## src/logic/io_pkg.sv

```systemverilog
package io_pkg;

   // Bus and port widths
   localparam int DATA_W = 32;
   localparam int SEL_W  = 9;      // One-hot selects on paddr[12:4]
   localparam int GPIO_W = 8;
   localparam int LED_W  = 3;      // Red, green, blue

   // Select bit positions
   // Register n answers to address bit 4+n
   localparam int SEL_GPIO      = 0;
   localparam int SEL_EXAMPLE   = 1;
   localparam int SEL_FEEDBACK  = 2;   // Read only
   localparam int SEL_LEDS      = 3;
   localparam int SEL_SDM_RED   = 4;
   localparam int SEL_SDM_GREEN = 5;
   localparam int SEL_SDM_BLUE  = 6;
   localparam int SEL_TICKS     = 7;
   localparam int SEL_RELOAD    = 8;

   // Atomic write modifier from paddr[3:2]
   typedef enum logic [1:0] {
      OP_WRITE  = 2'b00,   // Offset +0
      OP_CLEAR  = 2'b01,   // Offset +4
      OP_SET    = 2'b10,   // Offset +8
      OP_TOGGLE = 2'b11    // Offset +12
   } io_op_e;

   // Same address word seen raw or split into its fields
   typedef union packed {
      logic [DATA_W-1:0] raw;
      struct packed {
         logic [DATA_W-SEL_W-5:0] unused;     // Upper bits not decoded
         logic [SEL_W-1:0]        sel;        // One-hot register select
         io_op_e                  op;
         logic [1:0]              byte_ofs;   // Byte lanes come from pstrb instead
      } fields;
   } io_addr_u;

endpackage

```

## src/logic/apb_io_slave.sv

```systemverilog
`timescale 1ns/1ps

module apb_io_slave (
   input  logic                          clk,
   input  logic                          reset_button,

   // APB side
   input  logic                          psel,
   input  logic                          penable,
   input  logic                          pwrite,
   input  logic [io_pkg::DATA_W-1:0]     paddr,
   input  logic [io_pkg::DATA_W-1:0]     pwdata,
   input  logic [3:0]                    pstrb,
   output logic                          pready,
   output logic [io_pkg::DATA_W-1:0]     prdata,

   // Register bank side
   output logic [io_pkg::SEL_W-1:0]      reg_sel,
   output io_pkg::io_op_e                reg_op,
   output logic                          reg_wr,
   output logic [3:0]                    reg_strb,
   output logic [io_pkg::DATA_W-1:0]     reg_wdata,
   input  logic [io_pkg::DATA_W-1:0]     reg_rdata
);

   io_pkg::io_addr_u addr;   // Decoded view of paddr
   logic             access;      // APB access phase
   logic             rd_first;    // First access cycle of a read
   logic             rd_wait;     // Read wait state, one cycle

   assign addr.raw = paddr;

   // Select and modifier straight from the address fields
   assign reg_sel   = addr.fields.sel;
   assign reg_op    = addr.fields.op;
   assign reg_strb  = pstrb;
   assign reg_wdata = pwdata;

   assign access   = psel & penable;
   assign rd_first = access & ~pwrite & ~rd_wait;

   // Writes finish in their first access cycle, so the strobe is one cycle wide
   assign reg_wr = access & pwrite;

   // Write ready at once, read ready after the wait state
   assign pready = reg_wr | rd_wait;

   always_ff @(posedge clk)
   begin
      if (reset_button)
         rd_wait <= 1'b0;
      else
         rd_wait <= rd_first;   // Drops again in the cycle pready is high
   end

   // Register read data as seen in the first access cycle
   always_ff @(posedge clk)
   begin
      if (rd_first)
         prdata <= reg_rdata;
   end

endmodule

```

## src/logic/io_register_bank.sv

```systemverilog
`timescale 1ns/1ps

module io_register_bank #(
   parameter int SDM_W = 16
) (
   input  logic                          clk,
   input  logic                          reset_button,

   // From the bus slave
   input  logic [io_pkg::SEL_W-1:0]      reg_sel,
   input  io_pkg::io_op_e                reg_op,
   input  logic                          reg_wr,
   input  logic [3:0]                    reg_strb,
   input  logic [io_pkg::DATA_W-1:0]     reg_wdata,
   output logic [io_pkg::DATA_W-1:0]     reg_rdata,

   // GPIO pins
   input  logic [io_pkg::GPIO_W-1:0]     gpio_in,
   output logic [io_pkg::GPIO_W-1:0]     gpio_out,
   output logic [io_pkg::GPIO_W-1:0]     gpio_oe,

   // Timer
   input  logic [io_pkg::DATA_W-1:0]     ticks,
   input  logic [io_pkg::DATA_W-1:0]     reload,
   output logic                          timer_load_ticks,
   output logic                          timer_load_reload,
   output logic [io_pkg::DATA_W-1:0]     timer_wdata,

   // LED modulator levels
   output logic [io_pkg::LED_W-1:0]      leds,
   output logic [SDM_W-1:0]              sdm_red,
   output logic [SDM_W-1:0]              sdm_green,
   output logic [SDM_W-1:0]              sdm_blue
);

   localparam int DW = io_pkg::DATA_W;
   localparam int GW = io_pkg::GPIO_W;

   logic [GW-1:0] gpio_in_q;    // Pin state, one cycle late
   logic [DW-1:0] example;      // Free scratch register
   logic [DW-1:0] feedback;     // Shift-xor view of example
   logic [DW-1:0] modified;     // Word after clear/set/toggle
   logic          word_wr;      // Write to a whole-word register

   assign feedback = example ^ (example >> 1);

   // One-hot selects, so the read mux is a plain OR
   assign reg_rdata =
      (reg_sel[io_pkg::SEL_GPIO]      ? DW'({gpio_oe, gpio_out, gpio_in_q}) : '0) |
      (reg_sel[io_pkg::SEL_EXAMPLE]   ? example                             : '0) |
      (reg_sel[io_pkg::SEL_FEEDBACK]  ? feedback                            : '0) |
      (reg_sel[io_pkg::SEL_LEDS]      ? DW'(leds)                           : '0) |
      (reg_sel[io_pkg::SEL_SDM_RED]   ? DW'(sdm_red)                        : '0) |
      (reg_sel[io_pkg::SEL_SDM_GREEN] ? DW'(sdm_green)                      : '0) |
      (reg_sel[io_pkg::SEL_SDM_BLUE]  ? DW'(sdm_blue)                       : '0) |
      (reg_sel[io_pkg::SEL_TICKS]     ? ticks                               : '0) |
      (reg_sel[io_pkg::SEL_RELOAD]    ? reload                              : '0);

   // Atomic bit operations against the current register value
   always_comb
   begin
      case (reg_op)
         io_pkg::OP_CLEAR:  modified = reg_rdata & ~reg_wdata;
         io_pkg::OP_SET:    modified = reg_rdata | reg_wdata;
         io_pkg::OP_TOGGLE: modified = reg_rdata ^ reg_wdata;
         default:           modified = reg_wdata;   // Plain write
      endcase
   end

   // Word registers take any byte strobe as a full write
   assign word_wr = reg_wr & (|reg_strb);

   // Timer keeps its own registers and just gets load strobes
   assign timer_load_ticks  = word_wr & reg_sel[io_pkg::SEL_TICKS];
   assign timer_load_reload = word_wr & reg_sel[io_pkg::SEL_RELOAD];
   assign timer_wdata       = modified;

   always_ff @(posedge clk)
   begin
      if (reset_button)
      begin
         gpio_in_q <= '0;
         gpio_out  <= '0;
         gpio_oe   <= '0;
         example   <= '0;
         leds      <= '0;
         sdm_red   <= '0;
         sdm_green <= '0;
         sdm_blue  <= '0;
      end
      else
      begin
         gpio_in_q <= gpio_in;

         // GPIO byte 0 is the input and not writable
         if (reg_wr & reg_sel[io_pkg::SEL_GPIO] & reg_strb[1])
            gpio_out <= modified[2*GW-1:GW];
         if (reg_wr & reg_sel[io_pkg::SEL_GPIO] & reg_strb[2])
            gpio_oe <= modified[3*GW-1:2*GW];   // Direction, 1 drives the pin

         // Example register honours every byte lane
         for (int b = 0; b < 4; b++)
         begin
            if (reg_wr & reg_sel[io_pkg::SEL_EXAMPLE] & reg_strb[b])
               example[8*b +: 8] <= modified[8*b +: 8];
         end

         if (word_wr & reg_sel[io_pkg::SEL_LEDS])      leds      <= modified[io_pkg::LED_W-1:0];
         if (word_wr & reg_sel[io_pkg::SEL_SDM_RED])   sdm_red   <= modified[SDM_W-1:0];
         if (word_wr & reg_sel[io_pkg::SEL_SDM_GREEN]) sdm_green <= modified[SDM_W-1:0];
         if (word_wr & reg_sel[io_pkg::SEL_SDM_BLUE])  sdm_blue  <= modified[SDM_W-1:0];
      end
   end

endmodule

```

## src/logic/interval_timer.sv

```systemverilog
`timescale 1ns/1ps

module interval_timer (
   input  logic                          clk,
   input  logic                          reset_button,

   // Loads from the register bank
   input  logic                          timer_load_ticks,
   input  logic                          timer_load_reload,
   input  logic [io_pkg::DATA_W-1:0]     timer_wdata,

   output logic [io_pkg::DATA_W-1:0]     ticks,
   output logic [io_pkg::DATA_W-1:0]     reload,
   output logic                          irq     // One cycle per overflow
);

   logic [io_pkg::DATA_W:0]   ticks_plus_1;   // Extra bit is the overflow
   logic [io_pkg::DATA_W-1:0] next_ticks;

   assign ticks_plus_1 = {1'b0, ticks} + 1'b1;

   // Wrap to the reload value instead of zero
   assign next_ticks = ticks_plus_1[io_pkg::DATA_W] ? reload
                                                    : ticks_plus_1[io_pkg::DATA_W-1:0];

   always_ff @(posedge clk)
   begin
      if (reset_button)
      begin
         ticks  <= '0;
         reload <= '0;
         irq    <= 1'b0;
      end
      else
      begin
         // Software load wins over counting
         if (timer_load_ticks)
            ticks <= timer_wdata;
         else
            ticks <= next_ticks;

         if (timer_load_reload)
            reload <= timer_wdata;

         irq <= ticks_plus_1[io_pkg::DATA_W];   // Pulse the cycle after all ones
      end
   end

endmodule

```

## src/logic/sdm_led_driver.sv

```systemverilog
`timescale 1ns/1ps

module sdm_led_driver #(
   parameter int SDM_W = 16
) (
   input  logic                          clk,
   input  logic                          reset_button,
   input  logic [io_pkg::LED_W-1:0]      leds,        // Static on bits
   input  logic [SDM_W-1:0]              sdm_red,
   input  logic [SDM_W-1:0]              sdm_green,
   input  logic [SDM_W-1:0]              sdm_blue,
   output logic [io_pkg::LED_W-1:0]      led_out
);

   logic [SDM_W-1:0]         level [io_pkg::LED_W];   // Brightness per channel
   logic [SDM_W-1:0]         phase [io_pkg::LED_W];   // Accumulators
   logic [io_pkg::LED_W-1:0] carry;                   // Modulator bit stream

   // Channel order matches led_out
   assign level[0] = sdm_red;
   assign level[1] = sdm_green;
   assign level[2] = sdm_blue;

   // First order modulator, carry density is level / 2**SDM_W
   always_ff @(posedge clk)
   begin
      if (reset_button)
      begin
         for (int i = 0; i < io_pkg::LED_W; i++)
         begin
            phase[i] <= '0;
            carry[i] <= 1'b0;
         end
      end
      else
      begin
         for (int i = 0; i < io_pkg::LED_W; i++)
            {carry[i], phase[i]} <= {1'b0, phase[i]} + {1'b0, level[i]};
      end
   end

   assign led_out = carry | leds;   // LED bit forces the channel on

endmodule

```

## src/logic/io_playground_top.sv

```systemverilog
`timescale 1ns/1ps

module io_playground_top #(
   parameter int SDM_W = 16   // Modulator resolution
) (
   input  logic                          clk,
   input  logic                          reset_button,

   // APB slave port
   input  logic                          psel,
   input  logic                          penable,
   input  logic                          pwrite,
   input  logic [io_pkg::DATA_W-1:0]     paddr,
   input  logic [io_pkg::DATA_W-1:0]     pwdata,
   input  logic [3:0]                    pstrb,
   output logic                          pready,
   output logic [io_pkg::DATA_W-1:0]     prdata,

   // Pins
   input  logic [io_pkg::GPIO_W-1:0]     gpio_in,
   output logic [io_pkg::GPIO_W-1:0]     gpio_out,
   output logic [io_pkg::GPIO_W-1:0]     gpio_oe,
   output logic [io_pkg::LED_W-1:0]      led_out,   // [0] red [1] green [2] blue
   output logic                          irq
);

   // Slave to bank
   logic [io_pkg::SEL_W-1:0]  reg_sel;
   io_pkg::io_op_e            reg_op;
   logic                      reg_wr;
   logic [3:0]                reg_strb;
   logic [io_pkg::DATA_W-1:0] reg_wdata;
   logic [io_pkg::DATA_W-1:0] reg_rdata;

   // Bank and timer
   logic                      timer_load_ticks;
   logic                      timer_load_reload;
   logic [io_pkg::DATA_W-1:0] timer_wdata;
   logic [io_pkg::DATA_W-1:0] ticks;
   logic [io_pkg::DATA_W-1:0] reload;

   // Bank to modulators
   logic [io_pkg::LED_W-1:0]  leds;
   logic [SDM_W-1:0]          sdm_red;
   logic [SDM_W-1:0]          sdm_green;
   logic [SDM_W-1:0]          sdm_blue;

   apb_io_slave u_apb (
      .clk, .reset_button,
      .psel, .penable, .pwrite, .paddr, .pwdata, .pstrb, .pready, .prdata,
      .reg_sel, .reg_op, .reg_wr, .reg_strb, .reg_wdata, .reg_rdata
   );

   io_register_bank #(.SDM_W(SDM_W)) u_regs (
      .clk, .reset_button,
      .reg_sel, .reg_op, .reg_wr, .reg_strb, .reg_wdata, .reg_rdata,
      .gpio_in, .gpio_out, .gpio_oe,
      .ticks, .reload, .timer_load_ticks, .timer_load_reload, .timer_wdata,
      .leds, .sdm_red, .sdm_green, .sdm_blue
   );

   interval_timer u_timer (
      .clk, .reset_button,
      .timer_load_ticks, .timer_load_reload, .timer_wdata,
      .ticks, .reload, .irq
   );

   sdm_led_driver #(.SDM_W(SDM_W)) u_sdm (
      .clk, .reset_button,
      .leds, .sdm_red, .sdm_green, .sdm_blue,
      .led_out
   );

endmodule

```

## config.mk

```make
export PLATFORM = sky130hd
export DESIGN_NAME = io_playground_top
export DESIGN_NICKNAME = d
export VERILOG_FILES = /design/src/logic/io_pkg.sv /design/src/logic/apb_io_slave.sv /design/src/logic/io_register_bank.sv /design/src/logic/interval_timer.sv /design/src/logic/sdm_led_driver.sv /design/src/logic/io_playground_top.sv
export SDC_FILE = /design/constraint.sdc
export NUM_CORES = 1
export LEC_CHECK = 0
export ABC_AREA = 1
export BUFFER_PORTS_ARGS = -buffer_cell sky130_fd_sc_hd__buf_2
export CAP_MARGIN = 5
export CORE_UTILIZATION = 45
export CTS_CLUSTER_DIAMETER = 50
export DETAILED_ROUTE_END_ITERATION = 7
export GPL_ROUTABILITY_DRIVEN = 0
export PLACE_DENSITY = 0.67
export SETUP_SLACK_MARGIN = 0.05
export SLEW_MARGIN = 20
export SYNTH_ARGS = -nofsm -noshare
export SYNTH_HDL_FRONTEND = slang
export SYNTH_SLANG_ARGS = --single-unit
```

## constraint.sdc

```tcl
create_clock -name clk -period 7.35 [get_ports clk]
set_input_delay 0.735 -clock clk [delete_from_list [all_inputs] [get_ports clk]]
set_output_delay 0.735 -clock clk [all_outputs]
set_load 0.1 [all_outputs]
```

==> flow_results.org, run 1 <==
** Status
- Result of the run :: finished, final reports clean

** Logic synthesis
- Summing the areas of all xor and xnor instances in the mapped netlist gives 0.9153% of the synthesized area.
- Synth Flop Type :: sky130_fd_sc_hd__dfxtp_1
- Synthesized area divided by synthesized cell count :: 7.191 um^2
- Flip-flop and latch count after synthesis :: 256
- Summed over all instances, the cell type with the most area after synthesis is sky130_fd_sc_hd__dfxtp_1.
- Synthesized-area fraction occupied by adder cells :: 9.627%
- Netlist area before placement :: 0.01531 mm^2
- The cell count after synthesis came out at 2,129.
- Dominant cells by area after synthesis :: sky130_fd_sc_hd__dfxtp_1 (29%), sky130_fd_sc_hd__nand2_1 (11%), sky130_fd_sc_hd__ha_1 (9.2%)
- Share of synthesized area occupied by flip-flops and latches :: 35.57%
- Number of warnings issued by yosys :: 0
- Net count after synthesis :: 2,326
- Proportion of synthesized area in mux cells :: 0%
- After synthesis, the netlist uses 56 different library cells.
- By area, the combinational part of the netlist is dominated by simple AND/OR/NAND/NOR gates.
- Number of enable-type register cells in the synthesized netlist :: 32
- Basic-gate share of the synthesized area counting and, or, nand and nor cells :: 25.04%
- Post-synth ARST share :: 0%
- Of the post-synthesis cell area, the dominant cell type holds 29.29%.
- Most repeated cell in the gate-level netlist after synthesis :: sky130_fd_sc_hd__nand2_1
- Most common library cells after synthesis :: sky130_fd_sc_hd__nand2_1 (466), sky130_fd_sc_hd__a21oi_1 (252), sky130_fd_sc_hd__inv_1 (247)
- Summing the areas of all compound-gate instances in the mapped netlist gives 19.64% of the synthesized area.

** Pwr
- Across the VDD grid, the largest voltage drop is 0.1738 mV.
- Net switching is 28.52% of the power.
- Cell area power density :: 214.1 mW/mm^2
- For this design the total switching power over the nets is 1.051 mW.
- Combinational share of power :: 13.1%
- Part of the power in registers :: 40.9%
- The clock network burns 46.0% of the power.
- Internal power consumption :: 2.633 mW
- In this run the static leakage power is 7.713 nW.

** Critical path
- Crit. End Element :: register
- CP Launch Type :: input port
- Biggest fanout along the worst timing path :: 20
- Peak per-stage delay on the critical path :: 0.71 ns
- Data required time of the critical path :: 7.69 ns
- Across all register-to-register paths, the minimum setup slack is 4.79 ns.
- Data arrives at the worst endpoint at 3.57 ns.
- Series of cell instances along the critical path :: buf_2, inv_1, o21ai_1, nor4_1, inv_1, ha_1, or2_2, o211ai_1, a21oi_1, inv_1, nand2_1, a21oi_1
- Library cell contributing the largest single delay on the critical path :: sky130_fd_sc_hd__inv_1
- Class of the most critical setup path :: input port to register
- Counting stages on the worst path, the most repeated cell is sky130_fd_sc_hd__inv_1.

** Global routing
- The first global-routing pass estimated 72,530 um of wire.
- For this run the aggregate overflow at the end of global routing stands at 0.
- Entering global routing, the biggest net connects 96 pins.
- Number of global-route vias before repair :: 13.56k
- Overall routing resource usage :: 26.06%
- Antenna violations before repair :: 2

** STA
- Setup repair after global routing left no endpoint under its margin.
- Final-report setup violation count :: 0
- Fraction of the cycle the final worst path needs :: 43.89%
- Hold violation total from the final report :: 0
- The clock arrives with 0.01790 ns of skew.
- Sum of negative setup slack :: 0 ns
- After layout, the minimum clock period comes to 3.226 ns.
- The worst pin sits at a relative slew slack of 28.27%.
- Worst Tran Pin Value :: 1.072 ns
- For this run, the top clock speed supported by timing is 0.3100 GHz.
- Final Max Tran Viols :: 0

** Placement
- Sum of net half-perimeters after detailed placement :: 32,800 um
- Placed instance area :: 0.01603 mm^2
- Number of buffers added on ports :: 112

** Drt
- Using the TritonRoute via totals, the vias-per-cell ratio works out to 5.486.
- Total via count in the routed design :: 14.65k
- Iteration-0 DRC Markers :: 1,263
- Aggregate routed wire length :: 46,120 um
- Post-route ant nets :: 0
- In the final routed layout, each cell accounts on average for 17.27 um.
- After detailed routing, the number of remaining DRC violations is 0.
- Iteration count of the initial detailed-routing pass :: 6

** Clock network
- Post-CTS clock slew at the launch and capture registers of the worst setup and hold paths :: 0.06 ns
- The clock tree synthesis step divided the H-tree into 2 levels.
- TritonCTS built the clock tree.
- Number of hold-repair buffers added at the cts stage :: 0
- Number of resized instances in the post-cts repair step :: 0
- No sink is reached through more buffers than the 3 on the longest clock path.
- Setup bufs post-CTS :: 0
- Clock tree synthesis inserted a total of 35 buffers.
- The tree built by TritonCTS fans out to 256 sinks.
- Clock latency of the later-clocked register in the worst-skew pair :: 0.51 ns
- Root buf cell :: sky130_fd_sc_hd__clkbuf_16

** Finish
- Growth of design area from synthesis to finish :: 12.42%
- Post-layout instance area :: 0.01721 mm^2
- The layout has 3,280 filler cells.
- For this run, the post-layout net count is 2,392.
- Util after Layout :: 51.33%
- Fraction of final layout cells sized beyond drive strength 1 :: 12.34%

** Die
- From bottom edge to top edge, the die measures 186.5 um.
- I/O pins :: 134
- The initialized floorplan defines 67 standard-cell rows.
- Core area :: 0.03353 mm^2
- Once the floorplan was initialized, standard cells occupied 45.66% of the core.
- The die covers 0.03476 mm^2.
- Die span in x :: 186.5 um

** Hold path
- Class of the tightest hold or removal check :: input port to register

** Flow run
- Max-cap violations in this run came to 0.
[stage by stage]
step | total power, mW | cells | setup slack, ns | hold WS, ns
finish | 3.684 | 2670 | 4.124 | 0.4338
floorplan | 1.868 | 2129 | 3.874 | 0.4133
CTS | 3.700 | 2668 | 4.196 | 0.4249
detailed placement | 2.011 | 2606 | 3.690 | 0.4542
global route | 3.827 | 2670 | 3.873 | 0.4412
global placement | 1.996 | 2606 | 3.714 | 0.4448
[power groups by stage]
stage	Sequential (mW)	Clock, mW	Combinational (mW)
finish	1.51	1.70	0.483
global route	1.51	1.79	0.530
CTS	1.50	1.72	0.480
detailed placement	1.53	0	0.477
global placement	1.53	0	0.463
floorplan	1.58	0	0.290
[cell families (layout without fill, tap and decap cells)]
kind of cell	count (synthesis)	in the layout
xor gates and xnor gates	16	16
other	0	2
and+or+nand+nor	861	861
AOI/OAI and AO/OA	536	536
DFF	256	256
adders and majority gates	116	116
buffers and inverters	344	435
[cells in the final DEF (no fill, tap or decap), drive strengths merged, types with 6 or more instances in the layout]
cell type	synthesis	routed
ha	113	113
a211oi	10	10
o2111ai	12	12
nand3b	15	15
nand4	36	36
edfxtp	32	32
xor2	10	10
xnor2	6	6
or2	38	38
a21oi	257	257
clkinv	1	8
nor4	11	11
and3	8	8
a221oi	6	6
dfxtp	224	224
o21a	6	6
o21bai	12	12
clkbuf	46	46
buf	41	116
o21ai	211	211
nor2	175	175
nand2	481	481
nand3	79	79
o22ai	6	6
nor3	13	13
inv	256	262
[path summary, 6_finish.rpt]
| kind | end | cells after the start | start |
|---|---|---|---|
| setup reg to reg | u_timer.ticks[15]$_SDFF_PP0_ | 11 | u_regs.sdm_blue[15]$_SDFFE_PP0P_ |
| setup / recovery | u_timer.ticks[10]$_SDFF_PP0_ | 12 | paddr[5] |
| hold reg to reg | u_timer.reload[3]$_SDFFE_PP0P_ | 2 | u_timer.reload[3]$_SDFFE_PP0P_ |
| hold / removal | u_regs.gpio_in_q[7]$_SDFF_PP0_ | 3 | gpio_in[7] |
[final cells by class]
| cell class | instances | area (um^2) | share of cell area, % |
|---|---|---|---|
| antenna | 2 | 5.005 | 0.02908 |
| clock buffer | 46 | 989.7 | 5.750 |
| clock inverter | 16 | 167.7 | 0.9741 |
| inverter | 257 | 972.2 | 5.648 |
| multi-input combinational | 1529 | 8481 | 49.27 |
| sequential | 256 | 5445 | 31.64 |
| tap | 448 | 560.5 | 3.257 |
| timing repair buffer | 116 | 590.6 | 3.431 |
[metal layers]
layer	wire length [um]	vias up	track usage [%]
met1	19510	6797	33.33
met3	2769	110	2.915
li1	-	7201	-
met5	0	-	0
met4	2024	0	12.70
met2	21820	539	43.70
[state kept, by name (all words and copies together) (netlist names), 16 cells and up]
register	flops
u_sdm.phase	48
u_regs.sdm_green	16
u_regs.example	32
u_apb.prdata	32
u_timer.reload	32
u_regs.sdm_blue	16
u_regs.sdm_red	16
u_timer.ticks	32
[critical path: cells and delay by family]
family          cells  cell delay, ns
fa+ha+maj           1            0.29
buf+inv             4            1.16
simple gates        3            0.56
compound gates      4            0.81
Power figures use the tool's default switching activity.
==> inputs of run 2 (changes only) <==
--- a/config.mk
+++ b/config.mk
@@ -5,14 +5,14 @@
 export SDC_FILE = /design/constraint.sdc
 export NUM_CORES = 1
 export LEC_CHECK = 0
-export ABC_AREA = 1
+export ABC_AREA = 0
 export BUFFER_PORTS_ARGS = -buffer_cell sky130_fd_sc_hd__buf_2
 export CAP_MARGIN = 5
 export CORE_UTILIZATION = 45
 export CTS_CLUSTER_DIAMETER = 50
 export DETAILED_ROUTE_END_ITERATION = 7
 export GPL_ROUTABILITY_DRIVEN = 0
-export PLACE_DENSITY = 0.67
+export PLACE_DENSITY = 0.7
 export SETUP_SLACK_MARGIN = 0.05
 export SLEW_MARGIN = 20
 export SYNTH_ARGS = -nofsm -noshare
==> constraint.sdc (replaced) <==
create_clock -name clk -period 2.9 [get_ports clk]
set_input_delay 0.29 -clock clk [delete_from_list [all_inputs] [get_ports clk]]
set_output_delay 0.29 -clock clk [all_outputs]
set_load 0.1 [all_outputs]
==> run 2 against run 1 <==
Synthesized cell count shrank 21%. Wire length shrank 11%. Worst hold slack lost 0.38 ns. Critical path depth shrank 6. Synthesized area shrank 6.2%. Sequential power grew 150%. Combinational power grew 120%. Cell count shrank 18%. Clock skew shrank 0.0070 ns. Sequential share of layout area grew 1.3 points. Global-route usage shrank 1.1 points. Sequential cell count is the same. Largest cell class unchanged.
==> flow_results.org, run 2 <==
** Finish
- In the final design database the tool counted 1,974 nets.
- The finished layout holds 2,202 standard cells, fillers aside.
- In the final layout, the share of cells above drive strength 1 is 14.11%.
- Growth of design area from synthesis to finish :: 15.10%
- After filler insertion, the fill cell instance count of the layout stands at 2,893.
- Antenna diode count :: 0
- Largest Register :: u_sdm.phase
- Leaving out fill and tap cells, the most frequent cell in the layout is sky130_fd_sc_hd__nor2_1.
- Flip-flop count of the largest register, all copies and words added :: 48
- The top cell types in the final layout, fill and taps aside, are sky130_fd_sc_hd__nor2_1 (344), sky130_fd_sc_hd__dfxtp_1 (224), sky130_fd_sc_hd__a21oi_1 (175).

** Logic synthesis
- Counting flops and latches in the post-synthesis netlist gives 256.
- Netlist area before placement :: 0.01435 mm^2
- Share of synthesized area occupied by flip-flops and latches :: 37.94%
- Ranked by instance count, the synthesized netlist is headed by sky130_fd_sc_hd__nor2_1 (345), sky130_fd_sc_hd__dfxtp_1 (224), sky130_fd_sc_hd__a21oi_1 (175).
- Post-synth ARST share :: 0%
- The Yosys step of the flow raised 0 warnings.
- Most repeated cell in the gate-level netlist after synthesis :: sky130_fd_sc_hd__nor2_1
- Synthesis produced a netlist with a net count of 1,884.
- After synthesis, the cell types taking the most area are sky130_fd_sc_hd__dfxtp_1 (31%), sky130_fd_sc_hd__ha_1 (9.9%), sky130_fd_sc_hd__nor2_1 (9.0%).
- Count of unique library cells instantiated by Yosys :: 58
- For this run, the leading register cell type out of synthesis is sky130_fd_sc_hd__dfxtp_1.
- The biggest area contributor in the post-synthesis netlist is sky130_fd_sc_hd__dfxtp_1.
- After synthesis, the mean cell area works out to 8.508 um^2.
- Synthesis handed over a netlist of 1,687 instances.
- Top cell type's share of synthesized area :: 31.24%
- Number of enable-type register cells in the synthesized netlist :: 32

** Flow run
- Max Cap Violations :: 0

** Drt
- Average routed wire per standard cell :: 18.54 um
- The detail route stage leaves a number of antenna-violating nets equal to 0.
- The routed layout has 12.84k vias.
- The first TritonRoute pass finished after 7 iterations.
- After detailed routing, the total wire length is 40,830 um.
- DRC violation count after routing :: 0
- In this run, the number of DRC markers left after iteration 0 of detailed routing was 1,164.
- Dividing the detail-routed via count by the number of cells gives 5.830.

** Global routing
- The first global-routing pass estimated 65,660 um of wire.
- For this run, global-route usage on met3 was measured as 3.355%.
- Grt ovf :: 0
- Met1 Use GR :: 31.76%
- Largest net degree at the start of global routing :: 106
- Met2 demand-to-capacity share in global routing :: 42.39%
- The global routing stage identified its most utilized layer as met2.
- Overall routing resource usage :: 24.93%
- The initial antenna violation count came to 1.
- The via count of the first global-routing pass came to 12.26k.

** Clock network
- At the later pin of the worst-skew pair, clock insertion delay measures 0.56 ns.
- Clock tree synthesis selected as its root buffer the cell sky130_fd_sc_hd__clkbuf_16.
- In this run the number of H-tree levels came out at 1.
- Post-CTS clock slew at the launch and capture registers of the worst setup and hold paths :: 0.06 ns
- CTS tree :: yes
- Counting every sink on the clock net gives 256.
- The clock passes through at most 3 buffers.
- TritonCTS Buffers :: 31

** STA
- RSZ-0062 raised after global routing :: no
- The count of endpoints failing hold in the final timing report came to 0.
- Of the available clock period, the critical path in the final layout requires 90.81%.
- Clock skew on the completed layout was measured at 0.01090 ns.
- For the pin with the worst max-slew slack, the measured transition is 0.8116 ns.
- Minimum clock period after layout :: 2.634 ns
- Sum of negative setup slack :: 0 ns
- Worst max-slew margin expressed relative to the limit :: 45.19%
- Timing would allow up to 0.3797 GHz.
- Setup violations remaining at the end of the flow were counted as 0.
- Final Max Tran Viols :: 0

** Pwr
- Per report_power, the clock group accounts for 45.5% of the total.
- In this run the power spent charging and discharging nets is 2.379 mW.
- Combinational share of power :: 12.0%
- Part of the power in registers :: 42.5%
- Internal power consumption :: 6.458 mW
- Switching part of the total :: 26.92%
- Power spread over the standard cell area amounts to 534.9 mW/mm^2.
- Summed over all cells, the static leakage comes to 6.835 nW.
- Highest ir drop seen on vdd :: 0.4630 mV

** Placement
- Number of buffers added on ports :: 112
- Count of placed standard cells including taps :: 2,137
- The wire-length estimate of the detail-placed layout is 29,280 um.

** Die
- Starting Density :: 45.61%
- Measured along the x axis, the die boundary spans 180.6 um.
- Die area :: 0.03262 mm^2
- 134 I/O pins were placed.
- Floorplan die height :: 180.6 um
- The floorplan has 65 rows.
- Core area :: 0.03147 mm^2

** Critical path
- At the worst endpoint, the required time is 3.31 ns.
- CP Launch Type :: register
- Class of the most critical setup path :: register to register
- For the worst setup path, the data arrival time is 3.04 ns.
- STA classifies the critical path endpoint as a register.
- Biggest fanout along the worst timing path :: 6
- Number of cells on the worst reg-to-reg path :: 6

** Hold path
- Worst hold stages :: 3
- Class of the tightest hold or removal check :: input port to register

** Status
- Result of the run :: finished, final reports clean
==> run 2: worst paths after layout <==
| check | startpoint | endpoint | slack, ns |
|---|---|---|---|
| max | u_timer.ticks[14]$_SDFF_PP0_ | u_timer.ticks[31]$_SDFF_PP0_ | 0.27 |
| min | penable | u_apb.rd_wait$_SDFF_PP0_ | 0.05 |
| max reg2reg | u_timer.ticks[14]$_SDFF_PP0_ | u_timer.ticks[31]$_SDFF_PP0_ | 0.27 |
| min reg2reg | u_apb.rd_wait$_SDFF_PP0_ | u_apb.rd_wait$_SDFF_PP0_ | 0.51 |
==> run 2: critical path, stage by stage, from the launching register on <==
cell and delay [ns]:
sky130_fd_sc_hd__dfxtp_1 0.44, sky130_fd_sc_hd__nand4_1 0.24, sky130_fd_sc_hd__or4_4 0.52, sky130_fd_sc_hd__or4b_1 0.70, sky130_fd_sc_hd__nor4_4 0.24, sky130_fd_sc_hd__mux2i_1 0.23
sky130_fd_sc_hd__o32ai_1 0.11
==> run 2: power by group through the flow <==
stage	Sequential, mW	Clock (mW)	Combinational [mW]
after floorplan	3.93	0	0.608
after global placement	3.83	0	1.01
after detailed placement	3.83	0	1.04
after CTS	3.75	4.10	1.06
after global routing	3.76	4.24	1.15
final	3.76	4.02	1.06
==> run 2: what timing repair did <==
action,CTS,global route
buffers inserted,0,0
setup endpoints to repair,0,0
endpoints found under the hold margin,9,0
hold buffers,9,0
resized for setup,0,0
==> run 2: logic make-up after synthesis <==
kind of cell             Yosys count  synth area share [%]
AO/OA/AOI/OAI                    402                 17.79
XOR/XNOR                          73                 4.454
adder cells (fa/ha/maj)          116                 10.27
buffers and inverters            222                 5.893
flip-flops                       256                 37.94
multiplexers                      37                 5.396
AND/OR/NAND/NOR                  581                 18.26
==> run 2: stage by stage <==
step / utilization [%] / hold WS (ns) / total power, mW / setup slack [ns] / area [um^2]
2_1_floorplan: - / 0.3685 / 4.538 / 0.4555 / 14360
3_3_place_gp: 48.79 / 0.4894 / 4.836 / 0.1855 / 15350
3_5_place_dp: 48.79 / 0.5004 / 4.869 / 0.1324 / 15350
4_1_cts: 52.48 / 0.04079 / 8.904 / 0.3113 / 16520
5_1_grt: 52.49 / 0.05903 / 9.152 / 0.1765 / 16520
6_report: 52.49 / 0.05337 / 8.837 / 0.2665 / 16520
==> run 2: layout make-up <==
class	instances	area [um^2]	area share, %
Tap cell	402	503.0	3.045
Multi-Input combinational cell	1209	8079	48.90
Clock inverter	15	180.2	1.091
Sequential cell	256	5445	32.96
Clock buffer	41	893.4	5.407
Inverter	126	473.0	2.863
Timing Repair Buffer	153	947.2	5.733
==> run 2: layer usage <==
layer / share of wire [%] / routed length (um)
met5: 0.032 / 13
met4: 4.0 / 1649
met3: 6.3 / 2576
met2: 48 / 19550
met1: 42 / 17040
==> inputs of run 3 (changes only) <==
--- a/config.mk
+++ b/config.mk
@@ -5,14 +5,14 @@
 export SDC_FILE = /design/constraint.sdc
 export NUM_CORES = 1
 export LEC_CHECK = 0
-export ABC_AREA = 0
+export ABC_AREA = 1
 export BUFFER_PORTS_ARGS = -buffer_cell sky130_fd_sc_hd__buf_2
 export CAP_MARGIN = 5
 export CORE_UTILIZATION = 45
 export CTS_CLUSTER_DIAMETER = 50
 export DETAILED_ROUTE_END_ITERATION = 7
 export GPL_ROUTABILITY_DRIVEN = 0
-export PLACE_DENSITY = 0.7
+export PLACE_DENSITY = 0.69
 export SETUP_SLACK_MARGIN = 0.05
 export SLEW_MARGIN = 20
 export SYNTH_ARGS = -nofsm -noshare
==> run 3 against run 2 <==
Utilization is 0.26 points lower. Sequential share of layout area fell by 1.9 points. Die area up 6.6%. First-iteration DRC count up 5.9%. Worst setup slack gained 0.14 ns. Power increased by 5.2%. Highest routed layer is now met4. Count of clock-buffer cells in the layout grew 7. Clock skew grew 0.0052 ns. Cell count grew 23%. Maximum frequency increased by 5.8%. Wire length up 14%. Sequential power is 2% higher.
==> flow_results.org, run 3 (synthesis gave the netlist of run 1 again) <==
** Finish
- Leaving out fill and tap cells, the most frequent cell in the layout is sky130_fd_sc_hd__nand2_1.
- Flip-flop count of the largest register, all copies and words added :: 48
- Most used cells in the layout excluding fill and tap cells :: sky130_fd_sc_hd__nand2_1 (466), sky130_fd_sc_hd__a21oi_1 (252), sky130_fd_sc_hd__inv_1 (246)
- Compared with the post-synthesis result, the final layout area differs by 14.41%.
- Counting flops per register, the top entry is u_sdm.phase.
- Layout Nets :: 2,431
- Fraction of final layout cells sized beyond drive strength 1 :: 13.50%
- Total area of sequential cells :: 0.005445 mm^2
- Footprint of the multi-input gates :: 0.008466 mm^2
- The layout has 3,256 filler cells.

** STA
- Sum of negative setup slack :: 0 ns
- Setup violations remaining at the end of the flow were counted as 0.
- The clock period could shrink to 2.490 ns.
- Headroom to the max-slew limit came out at 37.21%.
- For the pin with the worst max-slew slack, the measured transition is 0.9367 ns.
- The total count of max-transition violations in the final report is 0.
- Derived from the worst setup path, the maximum achievable clock frequency is 0.4017 GHz.
- Between clock sinks in the finished design, the worst skew comes to 0.01606 ns.
- Smallest hold slack :: 0.008165 ns
- After layout, the worst path uses 85.85% of the clock period.
- Hold violation total from the final report :: 0
- Setup repair after global routing left no endpoint under its margin.

** Placement
- Detailed placement ended at an HPWL of 33,700 um.
- Number of buffers added on ports :: 112

** Clock network
- Clock latency on the worst-skew pair, taken at its later pin, is 0.52 ns.
- Once the clock tree was built, the setup fixing pass inserted 0 buffers.
- Root buf cell :: sky130_fd_sc_hd__clkbuf_16
- The number of clock buffers added by TritonCTS is 36.
- CTS tree :: yes
- The H-tree was split into 2 levels.
- After clock tree synthesis, the clock-pin slew on the worst setup and hold paths is 0.06 ns.
- Number of hold-repair buffers added at the cts stage :: 8
- Number of resized instances in the post-cts repair step :: 0
- The clock passes through at most 3 buffers.
- For this design, the sink count on the clock tree is 256.

** Pwr
- The worst-case IR drop observed on VDD is 0.4469 mV.
- The analysis attributes to cell leakage a power of 7.889 nW.
- Cell area power density :: 531.0 mW/mm^2
- Per report_power, the clock group accounts for 45.4% of the total.
- Switching part of the total :: 28.91%
- For this design the total switching power over the nets is 2.689 mW.
- The share of total power dissipated in sequential elements is 41.1%.
- Internal power consumption :: 6.611 mW
- Combinational share of power :: 13.6%

** Die
- Core area :: 0.03353 mm^2
- Measured along the y axis, the die boundary spans 186.5 um.
- Number of placement rows :: 67
- The die covers 0.03476 mm^2.
- Die span in x :: 186.5 um
- I/O pins :: 134
- Starting Density :: 45.66%

** Critical path
- CP Launch Type :: register
- The largest single stage delay on the critical path is 0.54 ns.
- Series of cell instances along the critical path :: inv_1, o21ai_0, a21oi_1, nor4_1, buf_4, inv_1, ha_1, or2_2, o211ai_1, a21oi_1, inv_1, nand2_1, a21oi_1
- For the worst setup path, the data required time is 3.27 ns.
- Along the worst path, the maximum fanout reaches 7.
- Class of the most critical setup path :: register to register
- Data on the critical path arrives at its endpoint at 2.86 ns.
- Measured in cells, the most critical reg-to-reg path has a length of 13.
- The worst setup path is captured at a register.
- Among all stages on the critical path, the largest delay is contributed by sky130_fd_sc_hd__a21oi_1.

** Global routing
- Grt ovf :: 0
- The via count of the first global-routing pass was 13.87k.
- Across every metal layer, demand over resource in global routing totals 26.23%.
- Antenna violations before repair :: 3
- The first global-routing pass estimated 73,490 um of wire.
- Entering global routing, the biggest net connects 168 pins.

** Drt
- Iteration-0 DRC Markers :: 1,233
- The detail route stage leaves a number of antenna-violating nets equal to 0.
- For this run, design rule violations remaining after detail routing come to 0.
- Dividing the detail-routed via count by the number of cells gives 5.469.
- Summing over every cut layer, the via total after detailed routing is 14.82k.
- Iteration count of the initial detailed-routing pass :: 5
- Aggregate routed wire length :: 46,360 um
- Average routed wire per standard cell :: 17.11 um

** Status
- The run finished with clean final reports.

** Hold path
- Counting instances, the worst hold path has a depth of 2.
- The path class of the tightest hold or removal check is input port to register.

** Flow run
- Max Cap Violations :: 0
==> run 3: cell types whose count changed in the layout (fill, tap and decap cells not counted), sizes merged, moves of 17 or more <==
cell	delta
xnor2	-23
nor2b	-29
or2	+26
nor3	-17
mux4	-32
xor2	-34
a22oi	-50
a211oi	-21
nor2	-170
nand3	+41
inv	+130
a21oi	+82
nand2	+420
o21ai	+170
==> run 3: power groups by stage <==
stage	Clock (mW)	Combinational, mW	Sequential (mW)
2_1_floorplan	0	0.736	4.00
3_3_place_gp	0	1.20	3.89
3_5_place_dp	0	1.24	3.89
4_1_cts	4.27	1.25	3.82
5_1_grt	4.41	1.38	3.83
6_report	4.22	1.26	3.82
==> run 3: routing by layer <==
layer	up-vias	GRT usage, %	part of all wire (%)
li1	7287	-	-
met1	6880	33.04	42
met2	510	44.42	47
met3	143	3.780	6.2
met4	0	11.79	4.1
met5	-	0	0
==> run 3: final timing paths <==
path                                                 startpoint                         endpoint  slack [ns]
worst min-delay path                                     pwrite         u_apb.rd_wait$_SDFF_PP0_       0.008
worst max-delay path            u_regs.example[10]$_SDFFE_PP0P_     u_timer.ticks[10]$_SDFF_PP0_        0.41
worst min register to register  u_timer.reload[26]$_SDFFE_PP0P_  u_timer.reload[26]$_SDFFE_PP0P_        0.47
worst max register to register  u_regs.example[10]$_SDFFE_PP0P_     u_timer.ticks[10]$_SDFF_PP0_        0.41
==> run 3: critical path: cells and delay by family (launching register included) <==
kind            cells  cell delay (ns)
compound gates      5             0.89
fa+ha+maj           1             0.26
buf+inv             4             0.41
flops               1             0.37
simple gates        3             0.42
==> run 3: area by class of cell <==
class / count / share of cell area [%]
clock buffer: 48 / 5.865
timing repair buffer: 154 / 5.258
clock inverter: 15 / 0.6643
multi-input combinational: 1529 / 48.33
tap: 448 / 3.200
antenna: 3 / 0.04286
sequential: 256 / 31.09
inverter: 257 / 5.550
==> run 3: per-stage QoR <==
stage | total power, mW | cell area (um^2) | setup slack (ns) | std cells | utilization, %
after global placement | 5.089 | 16280 | 0.2179 | 2636 | 48.56
after detailed placement | 5.128 | 16280 | 0.1722 | 2636 | 48.56
after CTS | 9.335 | 17510 | 0.4409 | 2707 | 52.21
after floorplan | 4.734 | 15310 | 0.5433 | 2129 | -
after global routing | 9.618 | 17520 | 0.2706 | 2710 | 52.24
final | 9.300 | 17520 | 0.4104 | 2710 | 52.24
